[src/hdl/yuv420_pkg.sv]
package yuv420_pkg;

   // stream type codes
   localparam int dtype_width = 4;
   localparam logic [dtype_width-1:0] dtype_frame_start  = 4'd1;
   localparam logic [dtype_width-1:0] dtype_frame_end    = 4'd2;
   localparam logic [dtype_width-1:0] dtype_header_start = 4'd3;
   localparam logic [dtype_width-1:0] dtype_header       = 4'd4;
   localparam logic [dtype_width-1:0] dtype_header_end   = 4'd5;
   localparam logic [dtype_width-1:0] dtype_row_start    = 4'd6;
   localparam logic [dtype_width-1:0] dtype_row_end      = 4'd7;
   localparam logic [dtype_width-1:0] dtype_pixel        = 4'd8;

   // any type sharing a bit with this mask is a pixel beat
   localparam logic [dtype_width-1:0] dtype_pixel_mask   = 4'd8;

   // frame geometry
   localparam int max_cols  = 1288;
   localparam int dim_width = 11;
   localparam logic [dim_width-1:0] reset_num_rows = 11'd720;
   localparam logic [dim_width-1:0] reset_num_cols = 11'd1280;

   // raw mode keeps the upper bits of the metadata
   localparam int raw_pixel_shift = 2;
   localparam logic [15:0] image_type_raw = 16'd0;

   // header beat whose value is swapped for image_type
   localparam int header_type_slot = 2;

   // output word and largest per-beat contribution
   localparam int word_width     = 32;
   localparam int beat_bytes_max = 3;

endpackage

[src/hdl/beat_if.sv]
`timescale 1ns/1ps

interface beat_if
   import yuv420_pkg::*;
   ();

   logic                        dv;
   logic [dtype_width-1:0]      dtype;
   // first byte in stream order sits in the top lane
   logic [8*beat_bytes_max-1:0] bytes;
   logic [1:0]                  len;
   logic [15:0]                 meta;

   modport src (
      output dv, dtype, bytes, len, meta
   );

   modport dst (
      input dv, dtype, bytes, len, meta
   );

endinterface

[src/hdl/word_packer.sv]
`timescale 1ns/1ps

module word_packer
   import yuv420_pkg::*;
   (
   input  logic                   clk,
   input  logic                   resetb,
   input  logic [15:0]            image_type,
   beat_if.dst                    beat,
   output logic                   dvo,
   output logic [dtype_width-1:0] dtypeo,
   output logic [word_width-1:0]  datao
   );

   localparam int acc_width = word_width + 8*beat_bytes_max;

   // newest byte sits in the low lane
   logic [acc_width-1:0]  acc;
   logic [acc_width-1:0]  next_acc;
   logic [2:0]            fill;
   logic [2:0]            next_fill;
   logic [7:0]            hdr_pos;
   logic [15:0]           hdr_low;
   logic [15:0]           hdr_val;
   logic                  flushed;
   logic                  pixel_beat;
   logic                  flush_req;
   logic [word_width-1:0] full_word;
   logic [word_width-1:0] flush_word;

   function automatic logic [word_width-1:0] oldest_low(input logic [word_width-1:0] w);
      return {w[7:0], w[15:8], w[23:16], w[31:24]};
   endfunction

   assign pixel_beat = beat.dv && |(beat.dtype & dtype_pixel_mask);
   assign flush_req  = beat.dv && (beat.dtype == dtype_frame_end) && (fill != 3'd0);

   always_comb begin
      if (beat.len == 2'd3) begin
         next_acc = {acc[acc_width-25:0], beat.bytes};
      end else begin
         next_acc = {acc[acc_width-9:0], beat.bytes[23:16]};
      end
      next_fill = fill + {1'b0, beat.len};
   end

   // top four bytes of the accumulator once at least four are held
   assign full_word = word_width'(next_acc >> {next_fill - 3'd4, 3'b000});

   // leftover bytes moved up with zeros below them
   assign flush_word = acc[word_width-1:0] << {3'd4 - fill, 3'b000};

   assign hdr_val = (hdr_pos == 8'(header_type_slot)) ? image_type : beat.meta;

   always_ff @(posedge clk or negedge resetb) begin
      if (!resetb) begin
         acc     <= '0;
         fill    <= 3'd0;
         hdr_pos <= '0;
         hdr_low <= '0;
         flushed <= 1'b0;
         dvo     <= 1'b0;
         dtypeo  <= '0;
         datao   <= '0;
      end else begin
         flushed <= flush_req;
         if (flushed) begin
            // frame_end marker follows its flush word
            dvo    <= 1'b1;
            dtypeo <= dtype_frame_end;
            datao  <= '0;
         end else if (flush_req) begin
            dvo    <= 1'b1;
            dtypeo <= dtype_pixel;
            datao  <= oldest_low(flush_word);
            fill   <= 3'd0;
         end else if (pixel_beat) begin
            acc    <= next_acc;
            dtypeo <= dtype_pixel;
            if (next_fill >= 3'd4) begin
               dvo   <= 1'b1;
               datao <= oldest_low(full_word);
               fill  <= next_fill - 3'd4;
            end else begin
               dvo   <= 1'b0;
               datao <= '0;
               fill  <= next_fill;
            end
         end else if (beat.dv) begin
            dtypeo <= beat.dtype;
            case (beat.dtype)
               dtype_frame_start: begin
                  hdr_pos <= '0;
                  fill    <= 3'd0;
                  dvo     <= 1'b1;
                  datao   <= '0;
               end
               dtype_header_start: begin
                  hdr_pos <= '0;
                  dvo     <= 1'b1;
                  datao   <= '0;
               end
               dtype_header: begin
                  hdr_pos <= hdr_pos + 1'b1;
                  if (hdr_pos[0]) begin
                     dvo   <= 1'b1;
                     datao <= {hdr_val, hdr_low};
                  end else begin
                     hdr_low <= hdr_val;
                     dvo     <= 1'b0;
                     datao   <= '0;
                  end
               end
               default: begin
                  // remaining markers pass through with zero data
                  dvo   <= 1'b1;
                  datao <= '0;
               end
            endcase
         end else begin
            dvo    <= 1'b0;
            dtypeo <= '0;
            datao  <= '0;
         end
      end
   end

   assert property (@(posedge clk) disable iff (!resetb)
      dvo |-> !$isunknown(dtypeo));

endmodule

[src/flat_wrapper.sv]
// flat-port wrapper written by rule: the top's interface ports become plain ports
module word_packer_flat import yuv420_pkg::*;
  (clk, resetb, image_type, dvo, dtypeo, datao, beat_dv, beat_dtype, beat_bytes, beat_len, beat_meta);
  beat_if beat_i ();
  input  logic clk;
  input  logic resetb;
  input  logic [15:0] image_type;
  output logic dvo;
  output logic [dtype_width-1:0] dtypeo;
  output logic [word_width-1:0] datao;
  input wire logic [$bits(beat_i.dv)-1:0] beat_dv;
  input wire logic [$bits(beat_i.dtype)-1:0] beat_dtype;
  input wire logic [$bits(beat_i.bytes)-1:0] beat_bytes;
  input wire logic [$bits(beat_i.len)-1:0] beat_len;
  input wire logic [$bits(beat_i.meta)-1:0] beat_meta;
  assign beat_i.dv = beat_dv;
  assign beat_i.dtype = beat_dtype;
  assign beat_i.bytes = beat_bytes;
  assign beat_i.len = beat_len;
  assign beat_i.meta = beat_meta;
  word_packer u_core (.clk(clk), .resetb(resetb), .image_type(image_type), .beat(beat_i), .dvo(dvo), .dtypeo(dtypeo), .datao(datao));
endmodule
[config.mk]
export PLATFORM = sky130hd
export DESIGN_NAME = word_packer_flat
export DESIGN_NICKNAME = d
export VERILOG_FILES = /design/src/hdl/yuv420_pkg.sv /design/src/hdl/beat_if.sv /design/src/hdl/word_packer.sv /design/src/flat_wrapper.sv
export SDC_FILE = /design/constraint.sdc
export NUM_CORES = 1
export LEC_CHECK = 0
export ABC_CLOCK_PERIOD_IN_PS = 2200
export BUFFER_PORTS_ARGS = -buffer_cell sky130_fd_sc_hd__buf_4
export CORE_MARGIN = 2
export CORE_UTILIZATION = 52
export CTS_CLUSTER_DIAMETER = 50
export CTS_CLUSTER_SIZE = 40
export DETAILED_ROUTE_END_ITERATION = 7
export PLACE_DENSITY = 0.87
export REMOVE_ABC_BUFFERS = 1
export SLEW_MARGIN = 20
export SYNTH_ARGS = -nofsm -noshare
export SYNTH_HDL_FRONTEND = slang
export SYNTH_SLANG_ARGS = --single-unit
export TNS_END_PERCENT = 5
[constraint.sdc]
create_clock -name clk -period 2.2 [get_ports clk]
set_input_delay 0.11 -clock clk [delete_from_list [all_inputs] [get_ports clk]]
set_output_delay 0.11 -clock clk [all_outputs]
set_load 0.05 [all_outputs]
==> out/results.tsv <==
metric	value	unit
status	finished, violations left	
failed_checks	design-rule violations, negative hold slack, negative setup slack	
ios	102	
path_class	reg2reg	
final_layout_size_suffix_gt1_share	29.7	%
clk_path_buf_depth	2	
grt_pass1_vias	6740	
initial_core_util	53.7	%
timing.setup.tns	-0.472	ns
overflow	0	
critPathCaptureType	flop	
tightest_slew	0.703	ns
area_delta_synth_final	31.3	%
cp.arrival	2.61	ns
synth_top_cell_by_area	dfrtp_1	
synthTopCellsByCount	dfrtp_1, nand2_1, mux2i_1	
dr.pass1.iters	8	
routabilityCongestion	0.956	
hold_start	beat_bytes[19]	
required	2.52	ns
pre_cts_ws	-0.150	ns
holdWs	-0.00461	ns
hold_depth	3	
ff_latch_area	0.00283	mm²
postSynthAreaPerCell	9.74	µm²
maxSlewViolCount	0	
synth_ff_type	dfrtp_1	
synth_most_common_cell	dfrtp_1	
grt_max_degree	53	
async_reset_ff_share	100	%
finalSetupViolations	8	
hold_viol	1	
ys_types	57	
start_kind	flop	
r2r_cells	9	
dp_hpwl	14.5	mm
nFillCells	891	
max_cap_violations	0	
muxShareOfSynthArea	19.4	%
synth_edf_count	0	
synth_compound_area_share	20.0	%
period_minus_slack	2.29	ns
r2r-start	u_core.fill[0]$_DFFE_PN0P_	
synth_top_family_by_area	compound AO/OA/AOI/OAI gates	
synth_xor_area_share	1.03	%
grt_first_pass_wirelength	34.6	mm
rrSetupSlack	-0.09	ns
relSlewSlack	53.1	%
leakage	4.30	nW
netlist_area	0.00683	mm²
fmax	437	MHz
rows	41	
min_path_type	in2reg	
worstHoldEndpoint	u_core.acc[3]$_DFFE_PN0P_	
clkTransAtPathRegs	0.06	ns
tritoncts	yes	
multi_input_area	0.00379	mm²
fp.dieArea	0.0141	mm²
htree_levels	4	
port_buffers	101	
numCtsBuffers	17	
wl	21.5	mm
vias	6707	
fin_skew	0.00861	ns
rsz0062_at_grt	true	
globalRouteTotalUtil	31.4	%
clock-sinks	113	
ys_warn_count	0	
final_nets	919	
power.density	847	mW/mm²
vdd_ir_drop_max	546	µV
antenna_cells	0	
worstReg2RegEnd	u_core.datao[30]$_DFF_PN0_	
root_buffer	clkbuf_16	
drtIter0Drc	763	
cp_max_fo	6	
route.detailed.drc	19	
die_h	119	µm
dieWidth	119	µm
viasPerCell	6.51	
ys_ff_latch	113	
setup_ws	-0.0880	ns
synth-simple-area-share	12.3	%
drtAntennaViolNets	0	
synth_area_leaders	dfrtp_1, mux2i_1, o21ai_1	
clkLatencyLatePin	0.44	ns
synth_top_area_share	41.4	%
core	0.0127	mm²
antenna_found_initial	0	
fin_crit_sh	104	%
synth_fa_ha_area_share	1.21	%
synth-seq-area-share	41.4	%
synth_cells	701	
wire_per_inst	20.9	µm
registers in the layout, summed over array words and instances, names as in the netlist:
name and flops:
u_core.acc 48, u_core.datao 32, u_core.dtypeo 4, u_core.dvo 1, u_core.fill 3, u_core.flushed 1
u_core.hdr_low 16, u_core.hdr_pos 8
per-layer routing:
| metal | GRT usage, % | share of wire, % | vias up |
|---|---|---|---|
| met5 | 0 | 0 | - |
| met4 | 18.2 | 5.7 | 0 |
| met3 | 10.5 | 11 | 142 |
| met2 | 47.8 | 45 | 518 |
| met1 | 38.9 | 38 | 3168 |
| li1 | - | - | 2879 |
kinds of logic (layout without fill, tap and decap cells):
logic type                 after synthesis  in the layout
adders and majority gates                6              6
xor gates and xnor gates                 8              8
DFF                                    113            113
muxes                                  121            121
buffers and inverters                   68            225
AOI/OAI and AO/OA                      202            202
and+or+nand+nor                        183            183
worst max-delay path: stages (launching register included):
cell and delay [ns]:
dfrtp_1 0.38, ha_2 0.18, inv_2 0.05, fa_2 0.50
a21o_1 0.24, buf_4 0.16, o22a_1 0.17, o211ai_1 0.09
o31ai_1 0.10, a221o_1 0.30
cell type report:
class / instances / area share, %
Clock inverter: 6 / 0.893
Tap cell: 172 / 2.40
Multi-Input combinational cell: 520 / 42.3
Inverter: 9 / 0.377
Timing Repair Buffer: 187 / 17.0
Sequential cell: 113 / 31.5
Clock buffer: 23 / 5.55
worst max-delay path by stage:
| stage | from | endpoint | slack (ns) | cells after the start |
|---|---|---|---|---|
| final | u_core.fill[0]$_DFFE_PN0P_ | u_core.datao[30]$_DFF_PN0_ | -0.09 | 9 |
| after global routing | u_core.fill[0]$_DFFE_PN0P_ | u_core.datao[27]$_DFF_PN0_ | -0.19 | 9 |
| after CTS | u_core.fill[0]$_DFFE_PN0P_ | u_core.datao[13]$_DFF_PN0_ | -0.09 | 8 |
| after detailed placement | u_core.fill[0]$_DFFE_PN0P_ | u_core.datao[3]$_DFF_PN0_ | -0.15 | 8 |
| after global placement | u_core.fill[0]$_DFFE_PN0P_ | u_core.datao[1]$_DFF_PN0_ | -0.07 | 8 |
| after floorplan | u_core.fill[0]$_DFFE_PN0P_ | u_core.datao[27]$_DFF_PN0_ | -1.50 | 8 |
report_power, final:
part           switching, mW  internal, mW
clock network          0.935          1.78
logic                   1.18         0.954
registers              0.361          2.38
total                   2.48          5.12
metrics by stage:
step / power [mW] / cell area [µm²] / hold WS, ns / util, % / instances
floorplan: 3.91 / 6540 / -0.186 / - / 642
global placement: 4.65 / 8090 / 0.193 / 63.6 / 984
detailed placement: 4.73 / 8090 / 0.196 / 63.6 / 984
CTS: 7.50 / 8900 / 0.00231 / 70.0 / 1028
global route: 7.91 / 8970 / 0.0247 / 70.5 / 1030
finish: 7.60 / 8970 / -0.00461 / 70.5 / 1030
timing repair:
item / in CTS / in global routing
pin swaps: 10 / 4
resized for setup: 19 / 9
endpoints found under the setup margin: 15 / 30
endpoints found under the hold margin: 59 / 0
setup buffers: 3 / 2
gates cloned: 0 / 0
hold buffers: 12 / 0
layout by cell type (no fill, tap or decap), types with 7 or more instances in the layout:
master,Yosys,final
nand2_1,108,108
inv_1,9,8
xor2_1,8,7
mux2i_1,103,103
mux2_2,9,9
dlygate4sd3_1,0,12
o22ai_1,20,20
o22a_1,8,8
a32oi_1,7,7
o211ai_1,17,17
nor2_1,22,22
nor2b_1,14,13
mux4_2,8,8
o21ai_1,82,82
a221oi_2,5,14
o221ai_1,10,10
o21ai_0,9,9
a22oi_1,8,8
dfrtp_1,113,113
buf_4,7,164
clkbuf_16,0,17
(Power assumes the default switching activity.)
