File: config.mk
export PLATFORM = sky130hd
export DESIGN_NAME = frame_position
export DESIGN_NICKNAME = d
export VERILOG_FILES = /design/src/hdl/yuv420_pkg.sv /design/src/hdl/frame_position.sv
export SDC_FILE = /design/constraint.sdc
export NUM_CORES = 1
export LEC_CHECK = 0
export BUFFER_PORTS_ARGS = -buffer_cell sky130_fd_sc_hd__buf_4
export CORE_MARGIN = 2
export CORE_UTILIZATION = 35
export CTS_BUF_LIST = sky130_fd_sc_hd__clkbuf_4
export DETAILED_ROUTE_END_ITERATION = 16
export SYNTH_ARGS = -nofsm -noshare
export SYNTH_HDL_FRONTEND = slang
export SYNTH_SLANG_ARGS = --single-unit
File: constraint.sdc
create_clock -name clk -period 4.1 [get_ports clk]
set_input_delay 0.41 -clock clk [delete_from_list [all_inputs] [get_ports clk]]
set_output_delay 0.41 -clock clk [all_outputs]
set_load 0.02 [all_outputs]
File: src/hdl/yuv420_pkg.sv
package yuv420_pkg;

   // stream type codes
   localparam int dtype_width = 4;
   localparam logic [dtype_width-1:0] dtype_frame_start  = 4'd1;
   localparam logic [dtype_width-1:0] dtype_frame_end    = 4'd2;
   localparam logic [dtype_width-1:0] dtype_header_start = 4'd3;
   localparam logic [dtype_width-1:0] dtype_header       = 4'd4;
   localparam logic [dtype_width-1:0] dtype_header_end   = 4'd5;
   localparam logic [dtype_width-1:0] dtype_row_start    = 4'd6;
   localparam logic [dtype_width-1:0] dtype_row_end      = 4'd7;
   localparam logic [dtype_width-1:0] dtype_pixel        = 4'd8;

   // any type sharing a bit with this mask is a pixel beat
   localparam logic [dtype_width-1:0] dtype_pixel_mask   = 4'd8;

   // frame geometry
   localparam int max_cols  = 1288;
   localparam int dim_width = 11;
   localparam logic [dim_width-1:0] reset_num_rows = 11'd720;
   localparam logic [dim_width-1:0] reset_num_cols = 11'd1280;

   // raw mode keeps the upper bits of the metadata
   localparam int raw_pixel_shift = 2;
   localparam logic [15:0] image_type_raw = 16'd0;

   // header beat whose value is swapped for image_type
   localparam int header_type_slot = 2;

   // output word and largest per-beat contribution
   localparam int word_width     = 32;
   localparam int beat_bytes_max = 3;

endpackage

File: src/hdl/frame_position.sv
`timescale 1ns/1ps

module frame_position
   import yuv420_pkg::*;
   (
   input  logic                   clk,
   input  logic                   resetb,
   input  logic                   dvi,
   input  logic [dtype_width-1:0] dtypei,
   output logic [dim_width-1:0]   col_idx,
   output logic                   row_odd,
   output logic                   col_odd,
   output logic [dim_width-1:0]   num_rows,
   output logic [dim_width-1:0]   num_cols
   );

   logic [dim_width-1:0] row_cnt;
   logic [dim_width-1:0] col_cnt;
   logic                 pixel_in;

   assign pixel_in = dvi && |(dtypei & dtype_pixel_mask);

   // position of the beat currently on the input
   assign col_idx = col_cnt;
   assign row_odd = row_cnt[0];
   assign col_odd = col_cnt[0];

   always_ff @(posedge clk or negedge resetb) begin
      if (!resetb) begin
         row_cnt  <= '0;
         col_cnt  <= '0;
         num_rows <= reset_num_rows;
         num_cols <= reset_num_cols;
      end else if (dvi) begin
         if (pixel_in) begin
            col_cnt <= col_cnt + 1'b1;
         end else if (dtypei == dtype_row_start) begin
            col_cnt <= '0;
         end

         if (dtypei == dtype_row_end) begin
            row_cnt <= row_cnt + 1'b1;
         end else if (dtypei == dtype_frame_start) begin
            row_cnt <= '0;
         end else if (dtypei == dtype_frame_end) begin
            // measured size, rounded down to even
            num_rows <= {row_cnt[dim_width-1:1], 1'b0};
            num_cols <= {col_cnt[dim_width-1:1], 1'b0};
         end
      end
   end

   // a row longer than the line buffer would overrun it
   assert property (@(posedge clk) disable iff (!resetb)
      pixel_in |-> (col_cnt < dim_width'(max_cols)));

endmodule

==> metrics.cfg, run 1 <==
[global_routing]
grt_start_max_net_pins = 43
overflow = 0
antenna_found_initial = 0
grtUsageTotal = 0.131
grt_pass1_vias = 1374
grt_first_pass_wirelength_mm = 6.49

[clock_tree]
cts_tree = built
cts_root_buffer = clkbuf_4
cts-buffers-inserted = 5
cts_resized = 0
ctsHoldBuffers = 0
clock-sinks = 42
clk_path_buf_depth = 2
path_clk_slew_ps = 140
cts_max_level = 2
worstSkewPairLatency_ps = 360
post_cts_buffers = 0

[synthesis]
yosysWarnings = 0
syn_area_per_cell_um2 = 11.4
syn_area_um2 = 1980
yosysTopAreaCellShare = 0.455
yosysUniqueCellTypes = 34
yosysSeqAreaShare = 0.535
synth_cells = 173
synth_top_area_cell = dfrtp_1
ys_ff_latch = 42
synth_area_leaders = dfrtp_1, mux2_2, dfstp_2, nand3_1, nand4_1

[route]
routed_via_density = 5.05
drt-wirelength-per-cell_um = 13.3
wirelength_mm = 3.81
initialDrtViolationCount = 74
drtPass1Iterations = 4
drc = 0
num_vias = 1450
ant_nets = 0

[timing]
worstMarginPinSlew_ps = 587
clock.fmax_ghz = 0.663
maxSlewHeadroom = 0.607
maxSlewViolCount = 0
final.setup_skew_ps = 13.4
final.setup.tns_ps = 0
rsz0062_at_grt = no
setup_violations = 0
post-route-period-util = 0.368
hold_slack_ps = -1.05
timing_hold_violations_final = 1
fin_crit_ps = 1510
fin_ws_ps = 2590

[setup_path]
rr_worst_depth = 4
cp.required_ps = 3690
crit_arrival_ps = 1100
cp_num_buf_inv = 1
crit_slowest_cell = dfrtp_1
end_kind = output port
cp-start-kind = flop
path_depth = 1
worst_path_dominant_cell_family = flip-flops
slowest_delay_ps = 530
crit_fanout = 9
worstSetupPathType = reg2out
path_cells = buf_4

[hold_path]
hold_path.class = in2async

[outcome]
violations = hold timing
status = finished with violations

[final_layout]
drive_gt1_frac = 0.372
n_antenna_cell = 0
layout_commonest_cell = buf_4
layout_common_cells = buf_4, dfrtp_1, mux2_2
fillers = 544
area_growth_pct = 21.2
nets = 223

[flow_run]
cap_violations = 0

[placement]
dp_slack_ps = 2320
detailed_place_hpwl_mm = 2.76
numPortBuffers = 39
place_congestion = 0.795

[floorplan]
dieWidth_um = 79.2
rows = 27
core-area_um2 = 5470
dieArea_um2 = 6270
die_h_um = 79.2
start_util = 0.362
ios = 42

[pwr]
ir_worst_vdd_v = 0.000164
p_leak_nw = 1.15
power_density_nw_per_um2 = 417

[registers in the layout (all words and copies together) (netlist names)]
register / cells
col_idx: 11
row_cnt: 11
num_rows: 10
num_cols: 10
[per-stage QoR]
| step | instances | utilization | instance area [µm²] | power (mW) |
|---|---|---|---|---|
| after global routing | 287 | 0.439 | 2400 | 1.07 |
| after detailed placement | 279 | 0.427 | 2340 | 0.794 |
| after floorplan | 174 | - | 1980 | 0.684 |
| final | 287 | 0.439 | 2400 | 1.00 |
| after CTS | 287 | 0.439 | 2400 | 1.02 |
| after global placement | 279 | 0.427 | 2340 | 0.791 |
[final cells by class]
class / count / area [µm²] / share of cell area
tap: 72 / 90.1 / 0.0375
timing repair buffer: 41 / 308 / 0.128
multi-input combinational: 121 / 870 / 0.362
clock buffer: 5 / 37.5 / 0.0156
clock inverter: 3 / 25.0 / 0.0104
inverter: 3 / 11.3 / 0.00469
sequential: 42 / 1060 / 0.441
[logic make-up (layout without fill, tap and decap cells)]
family	count (synthesis)	in the layout	synth area share
flops	42	42	0.535
other cells	1	2	0.00189
simple gates	63	63	0.176
compound gates	22	22	0.0645
mux	24	24	0.134
fa+ha+maj	2	2	0.0126
xor+xnor	8	8	0.0449
buf+inv	11	52	0.0310
[report_power, final]
group	switching, mW	leakage, nW	internal [mW]
sequential	0.0615	0.546	0.472
combinational	0.134	0.572	0.115
clock	0.148	0.0318	0.0699
[final timing paths]
| kind | slack, ps | endpoint | startpoint |
|---|---|---|---|
| max | 2590 | col_idx[2] | col_idx[2] |
| min | -1 | num_cols[9] | resetb |
| max reg2reg | 2610 | row_cnt[10] | row_cnt[5] |
| min reg2reg | 520 | col_idx[10] | col_idx[10] |
| max in group asynchronous | 3710 | num_rows[7] | resetb |
| min in group clk | 390 | row_cnt[0] | dtypei[1] |
[Yosys cell counts]
library cell / number
dfrtp_1: 36
mux2_2: 20
nand3_1: 12
nand2_1: 11
nor2_1: 11
o21ai_0: 9
nand4_1: 8
a21oi_1: 6
dfstp_2: 6
and3_1: 4
buf_2: 4
buf_4: 4
mux2i_1: 4
xor2_1: 4
and2_1: 3
inv_1: 3
nor4_1: 3
or3_1: 3
xnor2_1: 3
a22o_1: 2
and3b_1: 2
ha_1: 2
o31ai_1: 2
a21o_1: 1
conb_1: 1
nand2b_1: 1
nand4_2: 1
nor3b_2: 1
nor4b_1: 1
o21ai_1: 1
o21bai_1: 1
or4_1: 1
or4b_2: 1
xnor2_4: 1
[routing by layer]
layer / global-route usage / share of wire / vias to the layer above
met5: 0 / 0 / -
met4: 0.0500 / 0.016 / 0
met3: 0.0273 / 0.042 / 6
met2: 0.193 / 0.44 / 36
met1: 0.190 / 0.50 / 705
li1: - / - / 703
Power figures use the tool's default switching activity.
==> run 2: changes to the inputs <==
==> constraint.sdc (replaced) <==
create_clock -name clk -period 1.22 [get_ports clk]
set_input_delay 0.122 -clock clk [delete_from_list [all_inputs] [get_ports clk]]
set_output_delay 0.122 -clock clk [all_outputs]
set_load 0.02 [all_outputs]
==> run 2 against run 1 <==
- the flow finishes with violations (setup timing)
- sequential power increased to 3.3 times the previous value
- setup slack got worse by 2700 ps
- die area is the same
- cell area rose by 20%
- global-route usage rose by 2.1 points
- critical path type is now reg2reg
- critical endpoint is now row_cnt[10]
- largest cell class unchanged
- largest power group unchanged
==> metrics.cfg, run 2 (same netlist as run 1, synthesis figures left out) <==
[pwr]
p_leak_nw = 1.37  ; +19%
power_density_nw_per_um2 = 1310  ; +210%
p_total_mw = 3.75  ; +270%
ir_worst_vdd_v = 0.000618  ; +280%

[final_layout]
layout_commonest_cell = buf_4
drive_gt1_frac = 0.547  ; +0.175
ff_latch_area_um2 = 1060  ; +0.47%
n_antenna_cell = 0  ; unchanged
nets = 264  ; +18%
multi_input_comb_area_um2 = 991  ; +14%
layout_common_cells = buf_4, dfrtp_1, mux2_2
fillers = 514  ; -5.5%
area_growth_pct = 44.9

[outcome]
violations = setup timing
status = finished with violations

[timing]
final.setup.tns_ps = -355  ; -355 ps
rsz0062_at_grt = yes
setup_violations = 6  ; +6
fin_crit_ps = 1350
clock.fmax_ghz = 0.738
fin_ws_ps = -134  ; -2730 ps
worstMarginPinSlew_ps = 541  ; -45.6 ps
final.setup_skew_ps = 5.58  ; -7.84 ps
timing_hold_violations_final = 0  ; -1
maxSlewHeadroom = 0.639  ; +0.0321
maxSlewViolCount = 0  ; unchanged
post-route-period-util = 1.11

[placement]
detailed_place_hpwl_mm = 3.23  ; +17%
place_congestion = 0.808  ; +1.6%
numPortBuffers = 39  ; unchanged

[setup_path]
cp-start-kind = flop
crit_fanout = 3  ; -6
end_kind = flop
cp.required_ps = 1510  ; -2180 ps
worstSetupPathType = reg2reg
crit_arrival_ps = 1640  ; +540 ps
worstReg2RegStart = row_cnt[0]
critPathLaunch = row_cnt[0]

[floorplan]
dieWidth_um = 79.2  ; unchanged
rows = 27  ; unchanged
die_h_um = 79.2  ; unchanged
start_util = 0.362  ; unchanged
dieArea_um2 = 6270  ; unchanged
core-area_um2 = 5470  ; unchanged
ios = 42  ; unchanged

[hold_path]
hold_path.class = in2reg
worstHoldStart = dtypei[0]

[clock_tree]
cts_max_level = 2  ; unchanged
cts_tree = built
worstSkewPairLatency_ps = 340  ; -20 ps
cts_root_buffer = clkbuf_4
path_clk_slew_ps = 130  ; about the same
clk_path_buf_depth = 2  ; unchanged
cts-buffers-inserted = 5  ; unchanged
clock-sinks = 42  ; unchanged

[global_routing]
grt_start_max_net_pins = 43  ; unchanged
grt_first_pass_wirelength_mm = 7.38  ; +14%
overflow = 0  ; unchanged
grtUsageTotal = 0.152  ; +0.0207
antenna_found_initial = 0  ; unchanged
grt_pass1_vias = 1507  ; +9.7%

[flow_run]
cap_violations = 0  ; unchanged

[route]
num_vias = 1606  ; +11%
initialDrtViolationCount = 63  ; -15%
ant_nets = 0  ; unchanged
drc = 0  ; unchanged
drtPass1Iterations = 4  ; unchanged
wirelength_mm = 4.52  ; +19%
routed_via_density = 4.90  ; -3.1%
drt-wirelength-per-cell_um = 13.8  ; +3.7%

[run 2: changes by cell type in the layout (fill, tap and decap cells not counted), sizes merged]
cell / delta
buf: +40
clkinv: +1
dlygate4sd3: +1
inv: -1
[run 2: critical path, stage by stage, from the launching register on]
cell	delay [ps]
dfrtp_2	430
ha_4	160
nand4_2	80
or4_4	500
a21oi_2	140
[run 2: worst paths after layout]
check                               to  slack [ps]  cells past startpoint
setup reg to reg           row_cnt[10]        -130                      4
setup / recovery           row_cnt[10]        -130                      4
min in group asynchronous  num_cols[2]         300                      2
hold / removal              col_idx[6]         220                      4
hold reg to reg            col_idx[10]         520                      1
max in group asynchronous   row_cnt[0]         530                      2
[run 2: per-stage QoR]
stage | worst slack, ps | hold WS [ps] | utilization | area [µm²] | instances
after floorplan | -101 | -174 | - | 2040 | 174
after global placement | -196 | 142 | 0.481 | 2630 | 311
after detailed placement | -221 | 146 | 0.481 | 2630 | 311
after CTS | -115 | 211 | 0.503 | 2750 | 323
after global routing | -193 | 218 | 0.524 | 2870 | 328
final | -134 | 222 | 0.524 | 2870 | 328
[run 2: layout make-up]
cell class / count / share of cell area
repair buffers: 82 / 0.230
multi-input cells: 121 / 0.345
inverters: 3 / 0.00392
flip-flops and latches: 42 / 0.371
clock inverters: 3 / 0.00567
well taps: 72 / 0.0314
clock buffers: 5 / 0.0131
[run 2: report_power, final]
part | internal [mW] | switching (mW)
Combinational | 0.711 | 0.615
Clock | 0.215 | 0.453
Sequential | 1.59 | 0.161
Total | 2.52 | 1.23
[run 2: routing by layer]
layer	share of wire	track usage
met4	0.012	0.0466
met5	0	0
met3	0.027	0.0352
met2	0.48	0.235
met1	0.48	0.213
[run 2: repair_timing]
action	in CTS	in global routing
resized for setup	7	23
pin swaps	9	13
setup endpoints to repair	11	18
buffers inserted	5	6
hold endpoints to repair	36	0
hold buffers	1	0
